===== src/hw/cmt_defs.svh =====
////////////////////
// Sizes of the two-slot commit stage
// CMT_CW must equal 1 << CMT_P_COMMIT_WIDTH
// PCs are word addresses, so CMT_PC_W is CMT_DW minus 2
////////////////////
`ifndef CMT_DEFS_SVH
`define CMT_DEFS_SVH

// Commit width
`define CMT_P_COMMIT_WIDTH 1
`define CMT_CW 2

// Datapath
`define CMT_DW 32
`define CMT_PC_W 30
`define CMT_PRF_AW 6

// Local data memory, 16 words
`define CMT_DMEM_P_WORDS 4

// Single exception entry point (word PC)
`define CMT_EXC_VECTOR 30'h0000_0040

`endif


===== src/hw/cmt_pkg.sv =====
////////////////////
// Types shared by the commit stage and its testbench
// All widths come from cmt_defs.svh
////////////////////
`include "cmt_defs.svh"

package cmt_pkg;

   typedef logic [`CMT_PC_W-1:0]           pc_t;        // Word PC
   typedef logic [`CMT_DW-1:0]             data_t;
   typedef logic [`CMT_PRF_AW-1:0]         prf_addr_t;
   typedef logic [`CMT_P_COMMIT_WIDTH:0]   pop_t;       // 0 up to CMT_CW

   typedef enum logic [1:0] {LSU_NONE = 2'd0, LSU_LOAD = 2'd1, LSU_STORE = 2'd2} lsu_op_t;
   typedef enum logic [1:0] {EPU_NONE = 2'd0, EPU_RDEPC = 2'd1, EPU_ERET = 2'd2} epu_op_t;

   // Long-operation tracking in the commit selector
   typedef enum logic {S_IDLE = 1'b0, S_PENDING = 1'b1} cmt_state_t;

   // One reorder-buffer entry as seen at commit
   typedef struct packed {
      pc_t        pc;
      prf_addr_t  prd;
      logic       prd_we;
      logic       fls;            // Branch was mispredicted
      logic       exc;            // Exception raised upstream
      logic       is_bcc;
      logic       is_brel;
      logic       is_breg;
      lsu_op_t    lsu_op;
      epu_op_t    epu_op;
      data_t      opera;          // Byte address or real branch target
      data_t      operb;          // Store data
      logic       pred_taken;
      pc_t        pred_tgt;
   } cmt_slot_t;

   typedef cmt_slot_t [`CMT_CW-1:0] cmt_bundle_t;   // Slot 0 is the oldest

   typedef struct packed {
      logic       we;
      prf_addr_t  waddr;
      data_t      wdata;
   } prf_wb_t;

   typedef struct packed {
      logic       valid;
      logic       is_bcc;
      logic       is_breg;
      logic       is_brel;
      logic       taken;
      pc_t        pc;
      pc_t        npc_act;        // Resolved next PC
   } bpu_wb_t;

endpackage


===== src/hw/cmt_sel.sv =====
////////////////////
// Only slot 0 may start a load, store or exception operation
// LSU and EPU must answer exactly one cycle after the request strobe
////////////////////
`timescale 1ns/100ps
`include "cmt_defs.svh"

module cmt_sel
(
   input  logic                        clk,
   input  logic                        rst,
   input  logic [`CMT_CW-1:0]          cmt_valid,
   input  cmt_pkg::cmt_bundle_t        cmt_slots,
   input  logic                        se_fls,
   input  cmt_pkg::pc_t                se_tgt,
   input  logic                        exc_flush,
   input  cmt_pkg::pc_t                exc_flush_tgt,
   input  logic                        lsu_wb_valid,
   input  cmt_pkg::data_t              lsu_wb_dout,
   input  logic                        epu_wb_valid,
   input  cmt_pkg::data_t              epu_wb_dout,
   output logic [`CMT_CW-1:0]          cmt_fire,
   output cmt_pkg::pop_t               cmt_pop_size,
   output logic                        flush,
   output cmt_pkg::pc_t                flush_tgt,
   output logic                        lsu_req_valid,
   output logic                        epu_req_valid,
   output cmt_pkg::prf_wb_t            prf_wb
);
   cmt_pkg::cmt_state_t                state_ff;
   cmt_pkg::cmt_state_t                state_nxt;
   logic [`CMT_CW-1:0]                 lsu_need;
   logic [`CMT_CW-1:0]                 epu_need;
   logic [`CMT_CW-1:0]                 single_fu;
   logic [`CMT_CW-1:0]                 cmt_mask;
   logic                               pipe_req;
   logic                               pipe_finish;

   always_comb
   begin
      for (int i = 0; i < `CMT_CW; i++)
      begin
         lsu_need[i] = (cmt_slots[i].lsu_op != cmt_pkg::LSU_NONE) & ~cmt_slots[i].exc;
         epu_need[i] = (cmt_slots[i].epu_op != cmt_pkg::EPU_NONE) | cmt_slots[i].exc;
         single_fu[i] = lsu_need[i] | epu_need[i] | cmt_slots[i].fls |
                        cmt_slots[i].is_bcc | cmt_slots[i].is_brel | cmt_slots[i].is_breg;
      end
   end

   assign pipe_req = cmt_valid[0] & ~se_fls & (lsu_need[0] | epu_need[0]);
   assign pipe_finish = lsu_wb_valid | epu_wb_valid;

   assign lsu_req_valid = (state_ff == cmt_pkg::S_IDLE) & pipe_req & lsu_need[0];
   assign epu_req_valid = (state_ff == cmt_pkg::S_IDLE) & pipe_req & epu_need[0];

   always_comb
   begin
      state_nxt = state_ff;
      case (state_ff)
         cmt_pkg::S_IDLE:
            if (pipe_req)
               state_nxt = cmt_pkg::S_PENDING;
         cmt_pkg::S_PENDING:
            if (pipe_finish)
               state_nxt = cmt_pkg::S_IDLE;
         default:
            state_nxt = cmt_pkg::S_IDLE;
      endcase
   end

   always_ff @(posedge clk)
   begin
      if (rst)
         state_ff <= cmt_pkg::S_IDLE;
      else
         state_ff <= state_nxt;
   end

   // Mispredict flush wins over the exception flush
   assign flush = se_fls | exc_flush;
   assign flush_tgt = se_fls ? se_tgt : exc_flush_tgt;

   // In-order commit mask, each slot needs the one before it
   always_comb
   begin
      cmt_mask[0] = (~pipe_req | pipe_finish) & ~flush;
      cmt_fire[0] = cmt_valid[0] & cmt_mask[0];
      for (int i = 1; i < `CMT_CW; i++)
      begin
         cmt_mask[i] = cmt_fire[i-1] & ~single_fu[i];
         cmt_fire[i] = cmt_valid[i] & cmt_mask[i];
      end
   end

   always_comb
   begin
      cmt_pop_size = '0;
      for (int i = 0; i < `CMT_CW; i++)
         cmt_pop_size = cmt_pop_size + cmt_pkg::pop_t'(cmt_fire[i]);
   end

   assign prf_wb = '{we:    pipe_finish & ~flush & cmt_slots[0].prd_we,
                     waddr: cmt_slots[0].prd,
                     wdata: epu_wb_valid ? epu_wb_dout : lsu_wb_dout};

endmodule


===== src/hw/cmt_bru.sv =====
////////////////////
// Branch side of commit. Only slot 0 may hold a branch at commit
// The mispredict flush follows the firing cycle and lasts one cycle
////////////////////
`timescale 1ns/100ps
`include "cmt_defs.svh"

module cmt_bru
(
   input  logic                        clk,
   input  logic                        rst,
   input  logic [`CMT_CW-1:0]          cmt_fire,
   input  cmt_pkg::cmt_slot_t          slot0,
   output logic                        se_fls,
   output cmt_pkg::pc_t                se_tgt,
   output cmt_pkg::bpu_wb_t            bpu_wb
);
   logic                               is_b;

   assign is_b = slot0.is_bcc | slot0.is_brel | slot0.is_breg;

   always_ff @(posedge clk)
   begin
      if (rst)
         se_fls <= 1'b0;
      else
         se_fls <= cmt_fire[0] & slot0.fls;     // One-cycle pulse
   end

   always_ff @(posedge clk)
   begin
      if (cmt_fire[0])
         se_tgt <= slot0.opera[`CMT_PC_W-1:0];  // Real target of the branch
   end

   // Predictor update for a committed branch
   assign bpu_wb = '{valid:   cmt_fire[0] & is_b,
                     is_bcc:  slot0.is_bcc,
                     is_breg: slot0.is_breg,
                     is_brel: slot0.is_brel,
                     taken:   slot0.pred_taken ^ slot0.fls,
                     pc:      slot0.pc,
                     npc_act: slot0.fls ? slot0.opera[`CMT_PC_W-1:0] : slot0.pred_tgt};

endmodule


===== src/hw/cmt_lsu.sv =====
////////////////////
// Word-wide local data memory in place of the data bus
// Addresses are byte addresses and wrap at the memory size
// No alignment check. The low byte bits are ignored
////////////////////
`timescale 1ns/100ps
`include "cmt_defs.svh"

module cmt_lsu
(
   input  logic                        clk,
   input  logic                        rst,
   input  logic                        lsu_req_valid,
   input  cmt_pkg::cmt_slot_t          slot0,
   output logic                        lsu_wb_valid,
   output cmt_pkg::data_t              lsu_wb_dout
);
   localparam int DEPTH   = 1 << `CMT_DMEM_P_WORDS;
   localparam int P_BYTES = $clog2(`CMT_DW / 8);

   cmt_pkg::data_t                     mem [0:DEPTH-1];
   logic [`CMT_DMEM_P_WORDS-1:0]       idx;

   assign idx = slot0.opera[`CMT_DMEM_P_WORDS+P_BYTES-1:P_BYTES];

   always_ff @(posedge clk)
   begin
      if (lsu_req_valid)
      begin
         if (slot0.lsu_op == cmt_pkg::LSU_STORE)
            mem[idx] <= slot0.operb;
         // Stores answer with zero
         lsu_wb_dout <= (slot0.lsu_op == cmt_pkg::LSU_LOAD) ? mem[idx] : '0;
      end
   end

   always_ff @(posedge clk)
   begin
      if (rst)
         lsu_wb_valid <= 1'b0;
      else
         lsu_wb_valid <= lsu_req_valid;         // Fixed one-cycle latency
   end

endmodule


===== src/hw/cmt_epu.sv =====
////////////////////
// Exception unit with a single vector and one EPC register
// An exception takes priority over the opcode of the same entry
// EPC holds a word PC and reads back zero-extended
////////////////////
`timescale 1ns/100ps
`include "cmt_defs.svh"

module cmt_epu
(
   input  logic                        clk,
   input  logic                        rst,
   input  logic                        epu_req_valid,
   input  cmt_pkg::cmt_slot_t          slot0,
   output logic                        epu_wb_valid,
   output cmt_pkg::data_t              epu_wb_dout,
   output logic                        exc_flush,
   output cmt_pkg::pc_t                exc_flush_tgt
);
   cmt_pkg::pc_t                       epc;
   logic                               exc_take;
   logic                               is_eret;

   assign exc_take = epu_req_valid & slot0.exc;
   assign is_eret = (slot0.epu_op == cmt_pkg::EPU_ERET);

   always_ff @(posedge clk)
   begin
      if (rst)
         epc <= '0;
      else if (exc_take)
         epc <= slot0.pc;                       // Return point is the faulting entry
   end

   always_ff @(posedge clk)
   begin
      if (rst)
      begin
         epu_wb_valid <= 1'b0;
         exc_flush <= 1'b0;
      end
      else
      begin
         epu_wb_valid <= epu_req_valid;
         exc_flush <= epu_req_valid & (slot0.exc | is_eret);
      end
   end

   always_ff @(posedge clk)
   begin
      if (epu_req_valid)
      begin
         exc_flush_tgt <= slot0.exc ? `CMT_EXC_VECTOR : epc;
         if (slot0.epu_op == cmt_pkg::EPU_RDEPC)
            epu_wb_dout <= {{(`CMT_DW-`CMT_PC_W){1'b0}}, epc};
         else
            epu_wb_dout <= '0;
      end
   end

endmodule


===== src/hw/cmt.sv =====
////////////////////
// Commit stage top. The reorder buffer holds entries until they fire
// flush drops every entry the buffer still presents
////////////////////
`timescale 1ns/100ps
`include "cmt_defs.svh"

module cmt
(
   input  logic                        clk,
   input  logic                        rst,
   input  logic [`CMT_CW-1:0]          cmt_valid,
   input  cmt_pkg::cmt_bundle_t        cmt_slots,
   output logic [`CMT_CW-1:0]          cmt_fire,
   output cmt_pkg::pop_t               cmt_pop_size,
   output logic                        flush,
   output cmt_pkg::pc_t                flush_tgt,
   output cmt_pkg::prf_wb_t            prf_wb,
   output cmt_pkg::bpu_wb_t            bpu_wb
);
   logic                               se_fls;
   cmt_pkg::pc_t                       se_tgt;
   logic                               lsu_req_valid;
   logic                               lsu_wb_valid;
   cmt_pkg::data_t                     lsu_wb_dout;
   logic                               epu_req_valid;
   logic                               epu_wb_valid;
   cmt_pkg::data_t                     epu_wb_dout;
   logic                               exc_flush;
   cmt_pkg::pc_t                       exc_flush_tgt;

   cmt_sel u_sel
   (
      .clk (clk), .rst (rst),
      .cmt_valid (cmt_valid), .cmt_slots (cmt_slots),
      .se_fls (se_fls), .se_tgt (se_tgt),
      .exc_flush (exc_flush), .exc_flush_tgt (exc_flush_tgt),
      .lsu_wb_valid (lsu_wb_valid), .lsu_wb_dout (lsu_wb_dout),
      .epu_wb_valid (epu_wb_valid), .epu_wb_dout (epu_wb_dout),
      .cmt_fire (cmt_fire), .cmt_pop_size (cmt_pop_size),
      .flush (flush), .flush_tgt (flush_tgt),
      .lsu_req_valid (lsu_req_valid), .epu_req_valid (epu_req_valid),
      .prf_wb (prf_wb)
   );

   cmt_bru u_bru
   (
      .clk (clk), .rst (rst),
      .cmt_fire (cmt_fire), .slot0 (cmt_slots[0]),
      .se_fls (se_fls), .se_tgt (se_tgt), .bpu_wb (bpu_wb)
   );

   // LSU and EPU only ever serve slot 0
   cmt_lsu u_lsu
   (
      .clk (clk), .rst (rst),
      .lsu_req_valid (lsu_req_valid), .slot0 (cmt_slots[0]),
      .lsu_wb_valid (lsu_wb_valid), .lsu_wb_dout (lsu_wb_dout)
   );

   cmt_epu u_epu
   (
      .clk (clk), .rst (rst),
      .epu_req_valid (epu_req_valid), .slot0 (cmt_slots[0]),
      .epu_wb_valid (epu_wb_valid), .epu_wb_dout (epu_wb_dout),
      .exc_flush (exc_flush), .exc_flush_tgt (exc_flush_tgt)
   );

endmodule


===== config.mk =====
export PLATFORM = sky130hd
export DESIGN_NAME = cmt
export DESIGN_NICKNAME = d
export VERILOG_FILES = /design/src/hw/cmt_pkg.sv /design/src/hw/cmt_sel.sv /design/src/hw/cmt_bru.sv /design/src/hw/cmt_lsu.sv /design/src/hw/cmt_epu.sv /design/src/hw/cmt.sv
export VERILOG_INCLUDE_DIRS = /design/src /design/src/hw
export SDC_FILE = /design/constraint.sdc
export NUM_CORES = 1
export LEC_CHECK = 0
export BUFFER_PORTS_ARGS = -buffer_cell sky130_fd_sc_hd__buf_2
export CORE_MARGIN = 8
export CORE_UTILIZATION = 50
export DETAILED_ROUTE_END_ITERATION = 8
export HOLD_SLACK_MARGIN = 0.12
export PLACE_DENSITY = 0.76
export SYNTH_ARGS = -nofsm -noshare
export SYNTH_HDL_FRONTEND = slang
export SYNTH_SLANG_ARGS = --single-unit

===== constraint.sdc =====
create_clock -name clk -period 8 [get_ports clk]
set_input_delay 1.6 -clock clk [delete_from_list [all_inputs] [get_ports clk]]
set_output_delay 1.6 -clock clk [all_outputs]
set_load 0.1 [all_outputs]

* After elaboration in Yosys (flattened, before gate mapping)
Memories as Yosys holds them, arrays and structs flattened. A register that Yosys moved wholly into a read port is not among the register bits. Cells that the tools add are included. W data, S select, Z words.
Word-level totals: bits in registers 127, memory bits (writable) 512, input port bits 286, output and inout bits 139, word-level logic and storage cells 69, memories kept 1
Operators by class: add/sub/neg operators 1, eq/ne operators 4, muxes and demuxes 9, bitwise operators 39, reduce and logical (&&, ||, !) cells 5
Memories:
- u_lsu.mem | words 16, bits a word 32, read ports 1, clocked after Yosys merged registers in 1, write ports 1, line cmt_lsu.sv:21 | cmt_pkg::data_t mem [0:DEPTH-1];
Operators by type and width (number):
- $mux W30 | 2
- $mux W32 | 1
- $and A1 B1 Y1 | 17
- $or A1 B1 Y1 | 14
- $reduce_bool A2 Y1 | 4
- $not A1 Y1 | 7
- $mux W1 | 5
- $eq A2 B1 Y1 const B | 2
- $eq A2 B2 Y1 const B | 2
- $add A1 B1 Y2 | 1
- $pmux W1 S2 | 1
- $logic_not A1 Y1 | 1
- $xor A1 B1 Y1 | 1

* Logic depth before layout (Yosys ltp)
depth in word-level cells 11, mapped depth 6, depth with buffers taken out 4

* Hierarchy
From an unflattened synthesis, not the netlist that was laid out.
Second synthesis, totals: cell total of the unflattened synthesis 1421, area total of the unflattened synthesis 27144.8 um^2
By module, submodules not included:
- cmt_lsu | instances 1, cells each 954, area each 20749.9 um^2, sequential area each 16355.7 um^2
- cmt_epu | instances 1, cells each 272, area each 3738.6 um^2, sequential area each 2442.3 um^2
- cmt_bru | instances 1, cells each 101, area each 1709.1 um^2, sequential area each 920.9 um^2
- cmt_sel | instances 1, cells each 94, area each 947.2 um^2, sequential area each 20.0 um^2

* Least setup slack after synthesis
OpenSTA, ideal clock, no wires.
path type input port to output port, from input cmt_slots[102] in the netlist's numbering, to output cmt_pop_size[1], arrival time 5.714 ns, required time 6.400 ns, slack 0.686 ns, stages 5, buffers on the path 1, path through buf_2 nor3_1 a21boi_1 nor2_1 ha_1
Between the ends: word-level cells in the longest chain between the ends 11, elaborated cells between the ends (all ways) 12, those cells by class add/sub: 1; bitwise: 11
RTL lines:
- start: declaration | line cmt.sv:13 | input cmt_pkg::cmt_bundle_t cmt_slots,
- $not A1 Y1 | line cmt_sel.sv:43 | lsu_need[i] = (cmt_slots[i].lsu_op != cmt_pkg::LSU_NONE) & ~cmt_slots[i].exc;
- $and A1 B1 Y1 | line cmt_sel.sv:43
- $or A1 B1 Y1 *
- $and A1 B1 Y1 * | line cmt_sel.sv:50 | assign pipe_req = cmt_valid[0] & ~se_fls & (lsu_need[0] | epu_need[0]);
- $not A1 Y1 * | line cmt_sel.sv:86 | cmt_mask[0] = (~pipe_req | pipe_finish) & ~flush;
- $or A1 B1 Y1 * | line cmt_sel.sv:86
- $and A1 B1 Y1 * | line cmt_sel.sv:86
- $and A1 B1 Y1 * | line cmt_sel.sv:87 | cmt_fire[0] = cmt_valid[0] & cmt_mask[0];
- via cmt_fire[0] | line cmt.sv:14 | output logic [`CMT_CW-1:0] cmt_fire,
- $and A1 B1 Y1 | line cmt_sel.sv:90 | cmt_mask[i] = cmt_fire[i-1] & ~single_fu[i];
- $and A1 B1 Y1 | line cmt_sel.sv:91 | cmt_fire[i] = cmt_valid[i] & cmt_mask[i];
- $add A1 B1 Y2 * | line cmt_sel.sv:99 | cmt_pop_size = cmt_pop_size + cmt_pkg::pop_t'(cmt_fire[i]);
- end: declaration | line cmt.sv:15 | output cmt_pkg::pop_t cmt_pop_size,
Mark *: on every way through the listed nets, which the timed path passes. The rest lies on a longest branch.

* Worst setup path after layout
from input cmt_slots[102] in the netlist's numbering, to output cmt_pop_size[0]
Between the ends: word-level cells in the longest chain between the ends 11, elaborated cells between the ends (all ways) 12, those cells by class add/sub: 1; bitwise: 11
RTL lines (line):
- $not A1 Y1 | cmt_sel.sv:43
- $and A1 B1 Y1 | cmt_sel.sv:43
- $or A1 B1 Y1 *
- $and A1 B1 Y1 * | cmt_sel.sv:50
- $not A1 Y1 * | cmt_sel.sv:86
- $or A1 B1 Y1 * | cmt_sel.sv:86
- $and A1 B1 Y1 * | cmt_sel.sv:86
- $and A1 B1 Y1 * | cmt_sel.sv:87
- $and A1 B1 Y1 | cmt_sel.sv:90
- $and A1 B1 Y1 | cmt_sel.sv:91
- $add A1 B1 Y2 * | cmt_sel.sv:99
Mark *: on every way between the ends. The rest lies on a longest branch, timed or not.

==> key figures <==
Run status
  – Status: finished, final reports clean

STA
  – Clock skew: 21.25 ps
  – Slew margin rel.: 0.2469
  – Tmin final: between 5000 and 6000 ps
  – Hold Fails Final Rpt: 0
  – FMAX: 0.1882 GHz
  – Final Setup Violations: 0
  – Fin crit share: 0.6643
  – Setup TNS: 0 ps
  – Max-slew violations: 0
  – Worst-Margin Slew: around 1100 ps
  – RSZ-0062 raised after global routing: no

Detailed routing
  – Residual DRC count: 0
  – Initial DRC count: approximately 1200
  – Met2 routed WL: ~31 mm
  – Total Routed Length: 64.10 mm
  – Via/cell ratio: around 6
  – Vias: around 14000
  – DR WL met3: slightly above 6 mm
  – Top sig layer: met5
  – M1 wire length: ~25 mm
  – WL/cell: between 20 and 30 µm
  – DRT Pass-1 Iters: 5
  – Final ANT Viol Nets: 0

Clock tree
  – H-tree Lvls: 2
  – CTS tree: yes
  – Clk buf depth: 3
  – Reg clk slew, reported paths: about 60 ps
  – Skew-Pair Late Insertion Delay: about 630 ps
  – TritonCTS sink count: ~670
  – Setup bufs post-CTS: 0
  – Hold_buf cts: 0
  – CTS Root Cell: clkbuf_16
  – Cts repair resizes: 0
  – Total CTS buffers: between 60 and 70

Global route
  – Initial antenna violation count: 10
  – Total GRT Usage: 0.2067
  – First-pass GRT wire length: about 93 mm
  – Total grt overflow: 0
  – Number of global-route vias before repair: around 14000
  – Pin count of the biggest net entering global routing: 93

Yosys
  – Synth Net Count: 1709
  – Gate Count Post-Synth: ~1400
  – Top-area cell type share of the netlist area: 0.7210
  – Register area share after synthesis: 0.7475
  – Yosys Warn Count: 0
  – Post-synthesis register bit count: around 670
  – Top cells by area, synth: edfxtp_1 72%, mux4_2 5.5%, mux2_2 5.4%
  – Ys async rst share: 0
  – Post-synth EDFFs: between 600 and 700
  – Leading area contributor after synthesis: edfxtp_1
  – Ys flop type: edfxtp_1
  – Synthesized area: approximately 0.026 mm²
  – Syn avg cell area: 18.57 µm²
  – Post-synth cell types: 43

Floorplanning
  – Die area: 0.06042 mm²
  – Rows: 84
  – Die Wd: 245.8 µm
  – IO Pins: around 430
  – Vert. Die Dim: between 200 and 250 µm
  – Core ar.: ~0.052 mm²
  – Starting Density: 0.5045

Finish
  – Finished Layout Cells: ~2400
  – Area Overhead vs Synth: 15.05%
  – Final nets: roughly 2000
  – Share of post-route cells with drive strength above 1: 0.3617
  – Most common cell after layout, fill and taps aside: edfxtp_1
  – Commonest non-fill, non-tap cells in the layout: 634 x edfxtp_1, 276 x buf_2, 126 x mux2_2

Place
  – Placed wire-length estimate: 37.82 mm
  – RePlAce Congestion: ~0.9
  – Placed instance count: around 2300
  – I/O Buffers: approximately 280

Pwr
  – Clk pwr share: 0.388
  – Seq pwr share: 0.513
  – Switch Pwr: between 0.0015 and 0.002 W
  – Power density over cell area: around 250 mW/mm²
  – Combinational share of power: 0.098
  – Sw Ratio: 0.2422
  – Total power: 0.007602 W
  – P_leak: 10.40 nW
  – Worst VDD drop: 0.1331 mV
  – Internal power: between 0.005 and 0.006 W

Critical path
  – Cell mode on critical path: buf_2
  – Crit Path Class: in -> out
  – CP Max Fanout: 32
  – Internal reg-to-reg setup slack: between 4000 and 5000 ps
  – Critical path data arrival time: between 3000 and 4000 ps
  – CP top delay family: simple AND/OR/NAND/NOR gates
  – Critical path startpoint: cmt_slots[102]
  – Crit. End Element: primary output
  – Worst path slowest cell: nor2_4
  – Buf/Inv on CP: 2
  – Worst flop-to-flop path startpoint: u_bru.se_fls
  – Worst setup SP type: input port
  – Critical path cell sequence: buf_2 -> nor3_1 -> a21boi_1 -> nor2_4 -> ha_1 -> buf_2
  – Required time of the critical path: roughly 6400 ps
  – Slowest stage delay, CP: 820 ps

Job
  – Max cap viols: 0

Worst hold path
  – Hold_sp: u_epu.epc[17]
  – Worst hold path class: reg -> reg
## cell type report
class,count,area (µm²)
clock inverter,42,447.9
antenna,1,2.502
fill,3722,21960
timing repair buffer,313,1665
sequential,669,19740
clock buffer,73,1593
inverter,2,7.507
tap,688,860.8
multi-input combinational,626,6063
## power groups by stage
| stage | logic (W) | registers (W) | clock network [W] |
|---|---|---|---|
| 2_1_floorplan | 0.000586 | 0.00397 | 0 |
| 3_3_place_gp | 0.000738 | 0.00398 | 0 |
| 3_5_place_dp | 0.000748 | 0.00398 | 0 |
| 4_1_cts | 0.000750 | 0.00390 | 0.00299 |
| 5_1_grt | 0.000777 | 0.00391 | 0.00313 |
| 6_report | 0.000747 | 0.00390 | 0.00295 |
## sequential cells by signal, indices dropped and copies added (netlist names)
signal	flops
u_lsu.mem	512
u_epu.exc_flush_tgt	30
u_bru.se_tgt	30
u_sel.state_ff	1
u_epu.exc_flush	1
u_epu.epu_wb_valid	1
u_lsu.lsu_wb_valid	1
u_epu.epu_wb_dout	30
u_lsu.lsu_wb_dout	32
u_bru.se_fls	1
u_epu.epc	30
## final timing paths
kind	to	cells past startpoint
min	u_epu.epc[17]	2
min reg2reg	u_epu.epc[17]	2
max reg2reg	u_lsu.mem[5][22]	5
max	cmt_pop_size[0]	6
## per-layer routing
metal  global-route usage  up-vias
met1               0.2623     7254
li1                     -     6129
met3              0.05658      119
met5                    0        -
met4              0.05714       14
met2               0.3481      729
## worst reg2reg max path, delay by kind of cell (launching register included)
kind | cells | cell delay, ps
AND/OR/NAND/NOR | 3 | 1770
buffers and inverters | 2 | 720
flip-flops | 1 | 300
## synthesized netlist by cell type (5+ instances only)
library cell / count
mux2_2: 126
clkbuf_1: 33
mux2_1: 28
dfxtp_1: 35
mux4_2: 64
buf_4: 50
edfxtp_1: 634
mux2i_1: 64
nand2_1: 64
nor2b_1: 34
o22ai_1: 32
a21oi_1: 30
and2_1: 30
buf_2: 32
nor3_1: 13
a22o_1: 32
buf_6: 5
a22oi_1: 32
nor2_1: 14
o31ai_1: 32
## through the flow
| stage | worst slack (ps) | hold WS [ps] | area [µm²] | utilization |
|---|---|---|---|---|
| after floorplan | 686.2 | 440.0 | 26410 | - |
| after detailed placement | 2665 | 457.7 | 28340 | 0.5414 |
| after global routing | 2560 | 494.6 | 30380 | 0.5804 |
| after CTS | 2665 | 468.3 | 30380 | 0.5804 |
| final | 2685 | 466.4 | 30380 | 0.5804 |
| after global placement | 2702 | 452.5 | 28340 | 0.5414 |
## cells by family after synthesis
| family | count (synthesis) | share of synthesized area |
|---|---|---|
| muxes | 282 | 0.1445 |
| buffers and inverters | 127 | 0.02814 |
| AOI/OAI and AO/OA | 162 | 0.04298 |
| xor gates and xnor gates | 1 | 0.0003317 |
| DFF | 669 | 0.7475 |
| adders and majority gates | 1 | 0.0004737 |
| and+or+nand+nor | 180 | 0.03606 |
(Power assumes the default switching activity.)
